**config.mk**
```make
export PLATFORM = sky130hd
export DESIGN_NAME = image_pipe
export DESIGN_NICKNAME = d
export VERILOG_FILES = /design/src/design/image_pipe_pkg.sv /design/src/design/pipe_ctrl.sv /design/src/design/lane_merge.sv /design/src/design/shift_buffer.sv /design/src/design/out_slice.sv /design/src/design/image_pipe.sv
export SDC_FILE = /design/constraint.sdc
export NUM_CORES = 1
export LEC_CHECK = 0
export BUFFER_PORTS_ARGS = -buffer_cell sky130_fd_sc_hd__buf_2
export CAP_MARGIN = 30
export CORE_MARGIN = 2
export CORE_UTILIZATION = 60
export DETAILED_ROUTE_END_ITERATION = 16
export GPL_TIMING_DRIVEN = 0
export PLACE_DENSITY = 0.91
export SYNTH_ARGS = -nofsm -noshare
export SYNTH_HDL_FRONTEND = slang
export SYNTH_SLANG_ARGS = --single-unit
```
**constraint.sdc**
```tcl
create_clock -name aclk -period 19 [get_ports aclk]
set_input_delay 2.85 -clock aclk [delete_from_list [all_inputs] [get_ports aclk]]
set_output_delay 2.85 -clock aclk [all_outputs]
set_load 0.005 [all_outputs]
```
**src/design/image_pipe_pkg.sv**
```systemverilog
// ==============================
// Image pipe package
// Sizes, config word indices, FSM states and stream payload structs
// ==============================
package image_pipe_pkg;

  // ==============================
  // Sizes
  // ==============================
  localparam int WORD_WIDTH    = 8;
  localparam int UNITS         = 4;
  // Largest kernel height, always odd
  localparam int KERNEL_H_MAX  = 3;
  localparam int UNITS_EDGES   = UNITS + KERNEL_H_MAX - 1;
  localparam int BITS_KERNEL_H = $clog2(KERNEL_H_MAX);

  // Word positions inside the configuration beat
  // Each flag sits in the LSB of its word
  localparam int I_IS_NOT_MAX = 0;
  localparam int I_IS_MAX     = 1;
  localparam int I_IS_LRELU   = 2;
  localparam int I_KERNEL_H_1 = 3;

  // ==============================
  // Types
  // ==============================
  typedef logic [WORD_WIDTH-1:0] word_t;

  // Word 0 is the least significant word of a row
  typedef word_t [UNITS_EDGES-1:0] in_row_t;
  typedef word_t [UNITS-1:0]       out_row_t;

  typedef struct packed {
    logic                     is_not_max;
    logic                     is_max;
    logic                     is_lrelu;
    logic [BITS_KERNEL_H-1:0] kernel_h_1;
  } cfg_t;

  typedef enum logic [1:0] {
    SET_S,
    ONES_S,
    PASS_S
  } pipe_state_e;

  typedef struct packed {
    in_row_t row;
    logic    last;
  } in_beat_t;

  typedef struct packed {
    in_row_t row_1;
    in_row_t row_2;
    cfg_t    cfg;
  } pair_beat_t;

  // Flags are ordered is_not_max, is_max, is_lrelu from MSB down
  typedef struct packed {
    out_row_t   row_1;
    out_row_t   row_2;
    logic [2:0] flags;
  } out_beat_t;

endpackage

```
**src/design/pipe_ctrl.sv**
```systemverilog
// ==============================
// Pipe control
// Per-image FSM, config registers, ones-beat counter and lane handshakes
// ==============================
`timescale 1ns/1ps

module pipe_ctrl #(
  parameter int BEATS_3X3 = 4,
  parameter int BEATS_1X1 = 2
) (
  input  logic                        aclk,
  input  logic                        rst_n,
  input  logic                        lane_1_valid,
  input  logic                        lane_1_last,
  input  logic                        lane_2_valid,
  input  image_pipe_pkg::in_row_t     lane_1_cfg_row,
  input  logic                        pipe_ready,
  output logic                        lane_1_ready,
  output logic                        lane_2_ready,
  output logic                        pipe_valid,
  output image_pipe_pkg::pipe_state_e state,
  output image_pipe_pkg::cfg_t        cfg
);

  localparam int CNT_W = $clog2(BEATS_3X3 + BEATS_1X1 + 1);

  image_pipe_pkg::pipe_state_e state_next;
  image_pipe_pkg::cfg_t        cfg_in;
  logic [CNT_W-1:0]            ones_count;
  logic [CNT_W-1:0]            ones_last;
  logic                        lane_1_fire;
  logic                        pipe_fire;

  // Config fields pulled straight out of the first lane-1 beat
  assign cfg_in.is_not_max = lane_1_cfg_row[image_pipe_pkg::I_IS_NOT_MAX][0];
  assign cfg_in.is_max     = lane_1_cfg_row[image_pipe_pkg::I_IS_MAX][0];
  assign cfg_in.is_lrelu   = lane_1_cfg_row[image_pipe_pkg::I_IS_LRELU][0];
  assign cfg_in.kernel_h_1 =
    lane_1_cfg_row[image_pipe_pkg::I_KERNEL_H_1][image_pipe_pkg::BITS_KERNEL_H-1:0];

  // A 1x1 kernel needs fewer RELU config beats than a 3x3 one
  assign ones_last = (cfg.kernel_h_1 == '0) ? CNT_W'(BEATS_1X1 - 1) : CNT_W'(BEATS_3X3 - 1);

  assign lane_1_fire = lane_1_valid && lane_1_ready;
  assign pipe_fire   = pipe_valid && pipe_ready;

  // ==============================
  // Handshake decode
  // ==============================
  always_comb begin
    pipe_valid   = 1'b0;
    lane_1_ready = 1'b0;
    lane_2_ready = 1'b0;
    unique case (state)
      image_pipe_pkg::SET_S: begin
        // Config beat is swallowed here, nothing goes downstream
        lane_1_ready = pipe_ready;
      end
      image_pipe_pkg::ONES_S: begin
        pipe_valid = 1'b1;
      end
      default: begin
        if (cfg.is_max) begin
          // Both lanes move together so their rows stay paired
          pipe_valid   = lane_1_valid && lane_2_valid;
          lane_1_ready = pipe_ready && lane_2_valid;
          lane_2_ready = pipe_ready && lane_1_valid;
        end else begin
          pipe_valid   = lane_1_valid;
          lane_1_ready = pipe_ready;
        end
      end
    endcase
  end

  always_comb begin
    state_next = state;
    unique case (state)
      image_pipe_pkg::SET_S:  if (lane_1_fire) state_next = image_pipe_pkg::ONES_S;
      image_pipe_pkg::ONES_S: if (pipe_fire && ones_count == ones_last) state_next = image_pipe_pkg::PASS_S;
      default:                if (lane_1_fire && lane_1_last) state_next = image_pipe_pkg::SET_S;
    endcase
  end

  // ==============================
  // State, counter and config
  // ==============================
  always_ff @(posedge aclk or negedge rst_n) begin
    if (!rst_n) begin
      state      <= image_pipe_pkg::SET_S;
      ones_count <= '0;
      cfg        <= '0;
    end else begin
      state <= state_next;
      if (state == image_pipe_pkg::SET_S && lane_1_fire) begin
        cfg <= cfg_in;
      end
      if (state != image_pipe_pkg::ONES_S) begin
        ones_count <= '0;
      end else if (pipe_fire) begin
        ones_count <= ones_count + 1'b1;
      end
    end
  end

endmodule

```
**src/design/lane_merge.sv**
```systemverilog
// ==============================
// Lane merge
// Builds the paired output rows from the two lanes or the ones pattern
// ==============================
`timescale 1ns/1ps

module lane_merge (
  input  image_pipe_pkg::in_row_t     lane_1_row,
  input  image_pipe_pkg::in_row_t     lane_2_row,
  input  image_pipe_pkg::pipe_state_e state,
  input  image_pipe_pkg::cfg_t        cfg,
  output image_pipe_pkg::pair_beat_t  pipe_beat
);

  // First unpadded word of the row
  localparam int U_ONE = image_pipe_pkg::KERNEL_H_MAX / 2;

  logic ones_beat;

  assign ones_beat = (state == image_pipe_pkg::ONES_S);

  // ==============================
  // Row select
  // ==============================
  always_comb begin
    for (int u = 0; u < image_pipe_pkg::UNITS_EDGES; u++) begin
      if (ones_beat) begin
        // Single one at the first data word, zeros elsewhere keep toggling low
        pipe_beat.row_1[u] = (u == U_ONE) ? image_pipe_pkg::word_t'(1) : '0;
        pipe_beat.row_2[u] = (u == U_ONE) ? image_pipe_pkg::word_t'(1) : '0;
      end else begin
        pipe_beat.row_1[u] = lane_1_row[u];
        pipe_beat.row_2[u] = cfg.is_max ? lane_2_row[u] : lane_1_row[u];
      end
    end
  end

  // Ones beats are never shifted, so their kernel field reads zero
  always_comb begin
    pipe_beat.cfg = cfg;
    if (ones_beat) begin
      pipe_beat.cfg.kernel_h_1 = '0;
    end
  end

endmodule

```
**src/design/shift_buffer.sv**
```systemverilog
// ==============================
// Shift buffer
// De-centers each padded row and emits kernel_h_1+1 shifted beats
// ==============================
`timescale 1ns/1ps

module shift_buffer (
  input  logic                       aclk,
  input  logic                       rst_n,
  input  logic                       in_valid,
  input  image_pipe_pkg::pair_beat_t in_beat,
  output logic                       in_ready,
  output logic                       out_valid,
  output image_pipe_pkg::out_beat_t  out_beat,
  input  logic                       out_ready
);

  localparam int H_MID = image_pipe_pkg::KERNEL_H_MAX / 2;

  logic [image_pipe_pkg::BITS_KERNEL_H-1:0] count;
  image_pipe_pkg::in_row_t                  buf_1;
  image_pipe_pkg::in_row_t                  buf_2;
  logic [2:0]                               flags;
  logic                                     load;
  logic                                     shift;

  // Rows arrive padded around the center, but shifting runs from word 0 up.
  // Moving the row down by H_MID - h2 lines the first tap up with word 0
  function automatic image_pipe_pkg::in_row_t decenter(
    input image_pipe_pkg::in_row_t                  row,
    input logic [image_pipe_pkg::BITS_KERNEL_H-1:0] kernel_h_1
  );
    image_pipe_pkg::in_row_t result;
    int                      src;
    result = '0;
    for (int u = 0; u < image_pipe_pkg::UNITS_EDGES; u++) begin
      src = u + H_MID - int'(kernel_h_1 / 2);
      if (src < image_pipe_pkg::UNITS_EDGES) begin
        result[u] = row[src];
      end
    end
    return result;
  endfunction

  // ==============================
  // Handshake and count
  // ==============================
  // A new row is taken only once the last shifted beat leaves
  assign in_ready = (count == '0) && (!out_valid || out_ready);
  assign load     = in_valid && in_ready;
  assign shift    = out_valid && out_ready && (count != '0);

  always_ff @(posedge aclk or negedge rst_n) begin
    if (!rst_n) begin
      count     <= '0;
      out_valid <= 1'b0;
    end else if (load) begin
      count     <= in_beat.cfg.kernel_h_1;
      out_valid <= 1'b1;
    end else if (shift) begin
      count <= count - 1'b1;
    end else if (out_ready) begin
      out_valid <= 1'b0;
    end
  end

  // ==============================
  // Row registers
  // ==============================
  always_ff @(posedge aclk) begin
    if (load) begin
      buf_1 <= decenter(in_beat.row_1, in_beat.cfg.kernel_h_1);
      buf_2 <= decenter(in_beat.row_2, in_beat.cfg.kernel_h_1);
      flags <= {in_beat.cfg.is_not_max, in_beat.cfg.is_max, in_beat.cfg.is_lrelu};
    end else if (shift) begin
      // One word toward index 0, zero enters at the top
      buf_1 <= buf_1 >> image_pipe_pkg::WORD_WIDTH;
      buf_2 <= buf_2 >> image_pipe_pkg::WORD_WIDTH;
    end
  end

  assign out_beat.row_1 = buf_1[image_pipe_pkg::UNITS-1:0];
  assign out_beat.row_2 = buf_2[image_pipe_pkg::UNITS-1:0];
  assign out_beat.flags = flags;

endmodule

```
**src/design/out_slice.sv**
```systemverilog
// ==============================
// Output slice
// Two-entry skid register stage with registered valid and payload
// ==============================
`timescale 1ns/1ps

module out_slice (
  input  logic                      aclk,
  input  logic                      rst_n,
  input  logic                      in_valid,
  input  image_pipe_pkg::out_beat_t in_beat,
  output logic                      in_ready,
  output logic                      out_valid,
  output image_pipe_pkg::out_beat_t out_beat,
  input  logic                      out_ready
);

  image_pipe_pkg::out_beat_t skid_beat;
  logic                      skid_valid;
  logic                      take;
  logic                      advance;

  // Ready comes from a flop so the upstream path stays short
  assign in_ready = !skid_valid;
  assign take     = in_valid && in_ready;
  assign advance  = out_ready || !out_valid;

  always_ff @(posedge aclk or negedge rst_n) begin
    if (!rst_n) begin
      out_valid  <= 1'b0;
      skid_valid <= 1'b0;
    end else if (advance) begin
      out_valid  <= skid_valid || take;
      skid_valid <= 1'b0;
    end else if (take) begin
      // Main register is stalled, so park the beat in the skid entry
      skid_valid <= 1'b1;
    end
  end

  always_ff @(posedge aclk) begin
    if (advance && (skid_valid || take)) begin
      out_beat <= skid_valid ? skid_beat : in_beat;
    end else if (!advance && take) begin
      skid_beat <= in_beat;
    end
  end

endmodule

```
**src/design/image_pipe.sv**
```systemverilog
// ==============================
// Image pipe top
// Lane control and merge feeding the shift buffer and output slice
// ==============================
`timescale 1ns/1ps

module image_pipe #(
  parameter int BEATS_3X3 = 4,
  parameter int BEATS_1X1 = 2
) (
  input  logic                      aclk,
  input  logic                      rst_n,
  input  logic                      lane_1_valid,
  input  image_pipe_pkg::in_beat_t  lane_1_in,
  output logic                      lane_1_ready,
  input  logic                      lane_2_valid,
  input  image_pipe_pkg::in_beat_t  lane_2_in,
  output logic                      lane_2_ready,
  output logic                      out_valid,
  output image_pipe_pkg::out_beat_t out_beat,
  input  logic                      out_ready
);

  image_pipe_pkg::pipe_state_e state;
  image_pipe_pkg::cfg_t        cfg;
  image_pipe_pkg::pair_beat_t  pipe_beat;
  logic                        pipe_valid;
  logic                        pipe_ready;
  image_pipe_pkg::out_beat_t   sb_beat;
  logic                        sb_valid;
  logic                        sb_ready;

  pipe_ctrl #(
    .BEATS_3X3 (BEATS_3X3),
    .BEATS_1X1 (BEATS_1X1)
  ) u_ctrl (
    .aclk           (aclk),
    .rst_n          (rst_n),
    .lane_1_valid   (lane_1_valid),
    .lane_1_last    (lane_1_in.last),
    .lane_2_valid   (lane_2_valid),
    .lane_1_cfg_row (lane_1_in.row),
    .pipe_ready     (pipe_ready),
    .lane_1_ready   (lane_1_ready),
    .lane_2_ready   (lane_2_ready),
    .pipe_valid     (pipe_valid),
    .state          (state),
    .cfg            (cfg)
  );

  lane_merge u_merge (
    .lane_1_row (lane_1_in.row),
    .lane_2_row (lane_2_in.row),
    .state      (state),
    .cfg        (cfg),
    .pipe_beat  (pipe_beat)
  );

  shift_buffer u_shift (
    .aclk      (aclk),
    .rst_n     (rst_n),
    .in_valid  (pipe_valid),
    .in_beat   (pipe_beat),
    .in_ready  (pipe_ready),
    .out_valid (sb_valid),
    .out_beat  (sb_beat),
    .out_ready (sb_ready)
  );

  out_slice u_slice (
    .aclk      (aclk),
    .rst_n     (rst_n),
    .in_valid  (sb_valid),
    .in_beat   (sb_beat),
    .in_ready  (sb_ready),
    .out_valid (out_valid),
    .out_beat  (out_beat),
    .out_ready (out_ready)
  );

endmodule

```
==> qor.csv, run 1 <==
stage,metric,value,unit
floorplan,initial core utilization,0.613,
synthesis,"EDFF count, synth",233,
finish,layout cells sized above 1,0.392,
finish,fin util,0.737,
sta,"Slew Viols, Final",0,
synthesis,mux contribution to synthesized area,0.183,
critical_path,Setup crit end kind,primary output,
synthesis,area share of and/or/nand/nor cells after synthesis,0.0330,
floorplan,num rows,49,
power,Power Total,2680,µW
global_routing,global-route wire length before repair,44800,µm
synthesis,largest family of logic cells by synthesized area,multiplexers,
synthesis,XOR/XNOR Fraction of Synth Area,0.00239,
synthesis,leading area contributor after synthesis,edfxtp_1,
sta,final period utilization,0.340,
place,hpwl dp,21000,µm
place,GP Congestion,0.917,
finish,Layout area overhead,20.3,%
synthesis,number of distinct library cells after synthesis,45,
clock_tree,CTS max path bufs,3,
clock_tree,"Reg clk slew, reported paths",0.06,ns
status,status,completed,
routing,via count,7541,
clock_tree,CTS sink cnt,248,
synthesis,Synth Flop Type,edfxtp_1,
synthesis,post-synthesis cell count,690,
synthesis,synthesized cell area,0.0110,mm²
power,Peak VDD IR,0.000145,V
global_routing,gr ovfl total,0,
floorplan,core region area,0.0180,mm²
sta,setup ws final,12.54,ns
place,IO buf count,171,
min_path,Min-Delay Path Class,reg2reg,
floorplan,die area,0.0194,mm²
clock_tree,cts hold-fix bufs,0,
routing,drt drc,0,
job,reported max-cap violation count,0,
clock_tree,post-CTS setup buffer count,0,
synthesis,"count leader, synth",edfxtp_1,
synthesis,sequential share of the synthesized area,0.670,
clock_tree,post-CTS sizing,0,
finish,NumNets Final,1003,
synthesis,async set-reset flop share out of synthesis,0.0605,
synthesis,top-area cell type share of the netlist area,0.636,
synthesis,syn_nets,795,
synthesis,compound-cell area share of the yosys netlist,0.0845,
critical_path,reg2reg setup slack,16.21,ns
routing,number of vias per cell,6.58,
critical_path,Startpoint Class,primary input,
sta,RSZ-0062 raised after global routing,false,
power,power per cell area,203,mW/mm²
routing,Pre-antenna DRT Iters,6,
synthesis,Synth warnings,0,
synthesis,Seq cells post-synth,248,
clock_tree,H-Tree Depth,1,
clock_tree,"Clk Latency, worst-skew pair",0.52,ns
place,post-place setup slack,12.58,ns
routing,wire length per cell,26.4,µm
floorplan,Die X,139,µm
critical_path,crit path kind,in2out,
floorplan,Vert. Die Dim,139,µm
global_routing,Total GRT Usage,0.306,
power,Leak,0.00506,µW
floorplan,I/O pin count,173,
synthesis,Synth area leaders,"edfxtp_1 (64%), mux2_2 (7.6%), mux2i_1 (6.9%)",
sta,Final Skew,0.00949,ns
sta,total negative slack,0,ns
synthesis,commonest cells in the netlist,"edfxtp_1 (233), mux2i_1 (76), mux2_2 (74), o21ai_0 (45)",
sta,Fmax achieved,155,MHz
clock_tree,CTS tree,yes,
critical_path,Worst EP required,16.15,ns
sta,Slew HR,0.343,
routing,post-route ant nets,0,
global_routing,vias in the first global route,7430,
synthesis,Post-Synth Adder-Cell Area,0.00227,
global_routing,number of antenna violations at the first check in global routing,1,
clock_tree,Root Driver,clkbuf_16,
sta,Worst-Margin Slew,0.985,ns
sta,Final min period,6.46,ns
synthesis,Avg Synthesized Cell Area,16.0,µm²
clock_tree,CTS Buf Count,25,
critical_path,critical path arrival,3.61,ns
routing,drt initial violations,1138,
global_routing,largest net degree at the start of global routing,73,
critical_path,Critical Path Fanout Max,3,
sta,setup violators final,0,
sta,Final Hold Fails,0,
routing,total wire length,30200,µm
-- cell families (layout without fill, tap and decap cells) --
| group | count (synthesis) | in the layout |
|---|---|---|
| mux | 178 | 178 |
| fa+ha+maj | 2 | 2 |
| other cells | 0 | 1 |
| flops | 248 | 248 |
| xor+xnor | 3 | 3 |
| compound gates | 137 | 137 |
| simple gates | 65 | 65 |
| buf+inv | 57 | 283 |
-- power by group --
group	internal, µW	leakage, µW	switching, µW
Clock	349	0.000453	207
Combinational	416	0.00218	589
Sequential	1000	0.00243	118
-- per-layer routing --
metal / global-route usage / vias up / wire (µm)
met1: 0.418 / 3648 / 10800
li1: - / 3157 / -
met2: 0.491 / 647 / 14300
met4: 0.112 / 0 / 1060
met5: 0 / - / 0
met3: 0.0688 / 89 / 4060
-- path summary, 6_finish.rpt --
path,start,endpoint,cells after the start
min in group asynchronous,rst_n,u_ctrl.state[1],1
setup reg to reg,u_shift.count[0],u_shift.out_beat[5],8
setup / recovery,lane_2_valid,lane_1_ready,4
hold / removal,u_ctrl.cfg[2],u_shift.flags[0],0
hold reg to reg,u_ctrl.cfg[2],u_shift.flags[0],0
max in group asynchronous,rst_n,u_shift.count[0],1
-- sequential cells by signal (all words and copies together) (netlist names), 2 cells and up --
name / flops
u_shift.flags: 3
u_ctrl.cfg: 5
u_slice.out_beat: 67
u_shift.out_beat: 64
u_ctrl.ones_count: 3
u_slice.skid_beat: 67
u_shift.buf_2: 16
u_shift.buf_1: 16
u_shift.count: 2
u_ctrl.state: 2
-- per-stage QoR --
step                std cells  hold slack, ns  cell area [µm²]
finish                   1146           0.448            13200
global route             1146           0.460            13200
CTS                      1144           0.445            13200
detailed placement       1099           0.432            12300
global placement         1090           0.429            12200
floorplan                 690           0.419            11000
-- placed cells by master (no fill, tap or decap), drive strengths merged, types with 4 or more instances in the layout --
| cell | Yosys | final |
|---|---|---|
| and2 | 11 | 11 |
| buf | 24 | 205 |
| and3 | 8 | 8 |
| bufinv | 0 | 8 |
| clkinv | 0 | 9 |
| o22ai | 30 | 30 |
| clkbuf | 28 | 54 |
| a221o | 10 | 10 |
| o221ai | 9 | 9 |
| mux2 | 102 | 102 |
| o31ai | 30 | 30 |
| nand2b | 6 | 6 |
| dfrtp | 15 | 15 |
| nor2 | 17 | 17 |
| edfxtp | 233 | 233 |
| o21ai | 45 | 45 |
| nand2 | 9 | 9 |
| inv | 5 | 5 |
| mux2i | 76 | 76 |
| nor2b | 5 | 5 |
| a211oi | 4 | 4 |
-- critical path, cell delays in order --
cell and delay (ns):
buf_2 0.11, nor2b_1 0.33, a211oi_1 0.16, buf_2 0.15
-- layout make-up --
cell class	count	area (µm²)
flip-flops and latches	248	7370
fillers	1061	4720
repair buffers	181	997
diodes	1	2.50
plain buffers	52	256
multi-input cells	385	3380
clock inverters	19	302
well taps	229	287
inverters	5	21.3
clock buffers	26	629
(Power assumes the default switching activity.)
==> run 2: changes to the inputs <==
--- a/config.mk
+++ b/config.mk
@@ -8,10 +8,10 @@
 export BUFFER_PORTS_ARGS = -buffer_cell sky130_fd_sc_hd__buf_2
 export CAP_MARGIN = 30
 export CORE_MARGIN = 2
-export CORE_UTILIZATION = 60
+export CORE_UTILIZATION = 57
 export DETAILED_ROUTE_END_ITERATION = 16
 export GPL_TIMING_DRIVEN = 0
-export PLACE_DENSITY = 0.91
+export PLACE_DENSITY = 0.87
 export SYNTH_ARGS = -nofsm -noshare
 export SYNTH_HDL_FRONTEND = slang
 export SYNTH_SLANG_ARGS = --single-unit
==> constraint.sdc (replaced) <==
create_clock -name aclk -period 6.3 [get_ports aclk]
set_input_delay 0.945 -clock aclk [delete_from_list [all_inputs] [get_ports aclk]]
set_output_delay 0.945 -clock aclk [all_outputs]
set_load 0.005 [all_outputs]
==> qor.csv, run 2 (synthesized netlist as in run 1, its figures left out) <==
stage,metric,value,unit
sta,Final Hold Fails,0,
floorplan,initial core utilization,0.585,
finish,Non-Filler Instances,1173,
finish,"commonest non-fill, non-tap cell in the layout",edfxtp_1,
sta,Worst-Margin Slew,0.956,ns
critical_path,Crit path max-delay family,buffers and inverters,
clock_tree,post-CTS setup buffer count,0,
floorplan,I/O pin count,173,
clock_tree,CTS tree,yes,
sta,worst hold slack,0.351,ns
clock_tree,Root Driver,clkbuf_16,
sta,setup violators final,0,
sta,Final Skew,0.0113,ns
clock_tree,H-Tree Depth,1,
power,power per cell area,593,mW/mm²
clock_tree,"Reg clk slew, reported paths",0.06,ns
job,reported max-cap violation count,0,
global_routing,GR Layer Usage met3,0.0714,
finish,fin util,0.697,
critical_path,crit path capture,lane_1_ready,
routing,drt initial violations,1113,
status,status,completed,
critical_path,Crit path depth,7,
finish,layout cells sized above 1,0.383,
clock_tree,CTS Buf Count,24,
critical_path,crit-path most repeated cell,buf_2,
min_path,Min-Delay Path Class,in2async,
routing,total wire length,29400,µm
floorplan,core region area,0.0188,mm²
sta,"Slew Viols, Final",0,
global_routing,global-route wire length before repair,42600,µm
floorplan,die area,0.0204,mm²
sta,RSZ-0062 raised after global routing,false,
global_routing,Total GRT Usage,0.283,
sta,final period utilization,0.526,
critical_path,crit path launch,u_shift.count[0],
clock_tree,"Clk Latency, worst-skew pair",0.51,ns
global_routing,GR peak layer,met2,
place,Placed Instances,1127,
place,hpwl dp,20500,µm
clock_tree,cts hold-fix bufs,0,
critical_path,reg2reg setup slack,3.33,ns
critical_path,reg2reg end,u_shift.out_beat[10],
clock_tree,CTS sink cnt,248,
global_routing,largest net degree at the start of global routing,68,
critical_path,"Cell Chain, Critical Path","inv_1, ha_1, a21bo_2, buf_2, clkbuf_1, a211oi_1, buf_2",
critical_path,slowest cell delay on critical path,0.40,ns
routing,drt drc,0,
floorplan,Die X,143,µm
critical_path,critical path arrival,2.37,ns
critical_path,worst path bufs/invs,4,
critical_path,reg2reg path depth,8,
sta,Final min period,3.31,ns
global_routing,GR met1 Demand/Resource,0.379,
finish,NumNets Final,998,
power,Leak,0.00498,µW
routing,post-route ant nets,0,
global_routing,gr ovfl total,0,
critical_path,crit path kind,reg2out,
critical_path,Setup crit end kind,primary output,
routing,wire length per cell,25.0,µm
place,IO buf count,171,
routing,number of vias per cell,6.35,
global_routing,vias in the first global route,7300,
routing,via count,7449,
global_routing,met2 Use GR,0.451,
power,Peak VDD IR,0.000320,V
sta,total negative slack,0,ns
sta,Slew HR,0.363,
critical_path,Crit Reg-Reg Startpoint,u_shift.count[0],
routing,Pre-antenna DRT Iters,7,
critical_path,"slowest stage cell, crit path",dfrtp_1,
critical_path,Startpoint Class,flip-flop,
critical_path,Critical Path Fanout Max,10,
place,Placed Area,0.0123,mm²
clock_tree,CTS max path bufs,3,
global_routing,number of antenna violations at the first check in global routing,2,
floorplan,num rows,50,
finish,biggest regs,"u_slice.out_beat x67, u_slice.skid_beat x67, u_shift.out_beat x64",
finish,"final std cell area, no fill",0.0131,mm²
place,GP Congestion,0.918,
floorplan,Vert. Die Dim,143,µm
sta,Fmax achieved,302,MHz
critical_path,Worst EP required,5.35,ns
finish,"commonest non-fill, non-tap cells in the layout","edfxtp_1 (233), buf_2 (187), mux2i_1 (76), mux2_2 (74), o21ai_0 (45)",
clock_tree,post-CTS sizing,0,
finish,Layout area overhead,19.3,%
## run 2: cell count changes in the layout (fill, tap and decap cells not counted), sizes merged
cell      before  now
clkinvlp       2    1
buf          205  201
clkbuf        54   60
diode          1    2
bufinv         8    2
## run 2: cell type report
cell class	instances	area, µm²
tap	260	325
sequential	248	7370
timing repair buffer	177	988
clock buffer	32	672
multi-input combinational	385	3380
fill	1232	5700
buffer	52	256
antenna	2	5.00
inverter	5	21.3
clock inverter	12	109
## run 2: how the worst min path moves through the flow
stage,slack (ns),to,from
final,0.35,u_shift.count[0],rst_n
after global routing,0.37,u_ctrl.cfg[4],rst_n
after CTS,0.35,u_ctrl.cfg[3],rst_n
after detailed placement,0.43,u_slice.skid_beat[6],u_shift.out_beat[6]
after global placement,0.43,u_shift.flags[2],u_ctrl.cfg[4]
after floorplan,0.42,u_shift.flags[0],u_ctrl.cfg[2]
## run 2: report_power, final
part	leakage, µW	total (µW)	internal [µW]	switching (µW)
Sequential	0.00243	3380	3030	343
Clock	0.000385	1430	830	597
Combinational	0.00217	2990	1250	1740
Total	0.00498	7790	5110	2680
## run 2: per-layer routing
| layer | part of all wire | wire (µm) |
|---|---|---|
| met3 | 0.14 | 4090 |
| met4 | 0.033 | 973 |
| met1 | 0.36 | 10700 |
| met5 | 0 | 0 |
| met2 | 0.46 | 13600 |
## run 2: metrics by stage
step / power, µW / setup WS (ns)
after floorplan: 5250 / 2.03
after global placement: 6160 / 0.689
after detailed placement: 6290 / 3.02
after CTS: 7750 / 2.99
after global routing: 8090 / 2.89
final: 7790 / 2.99
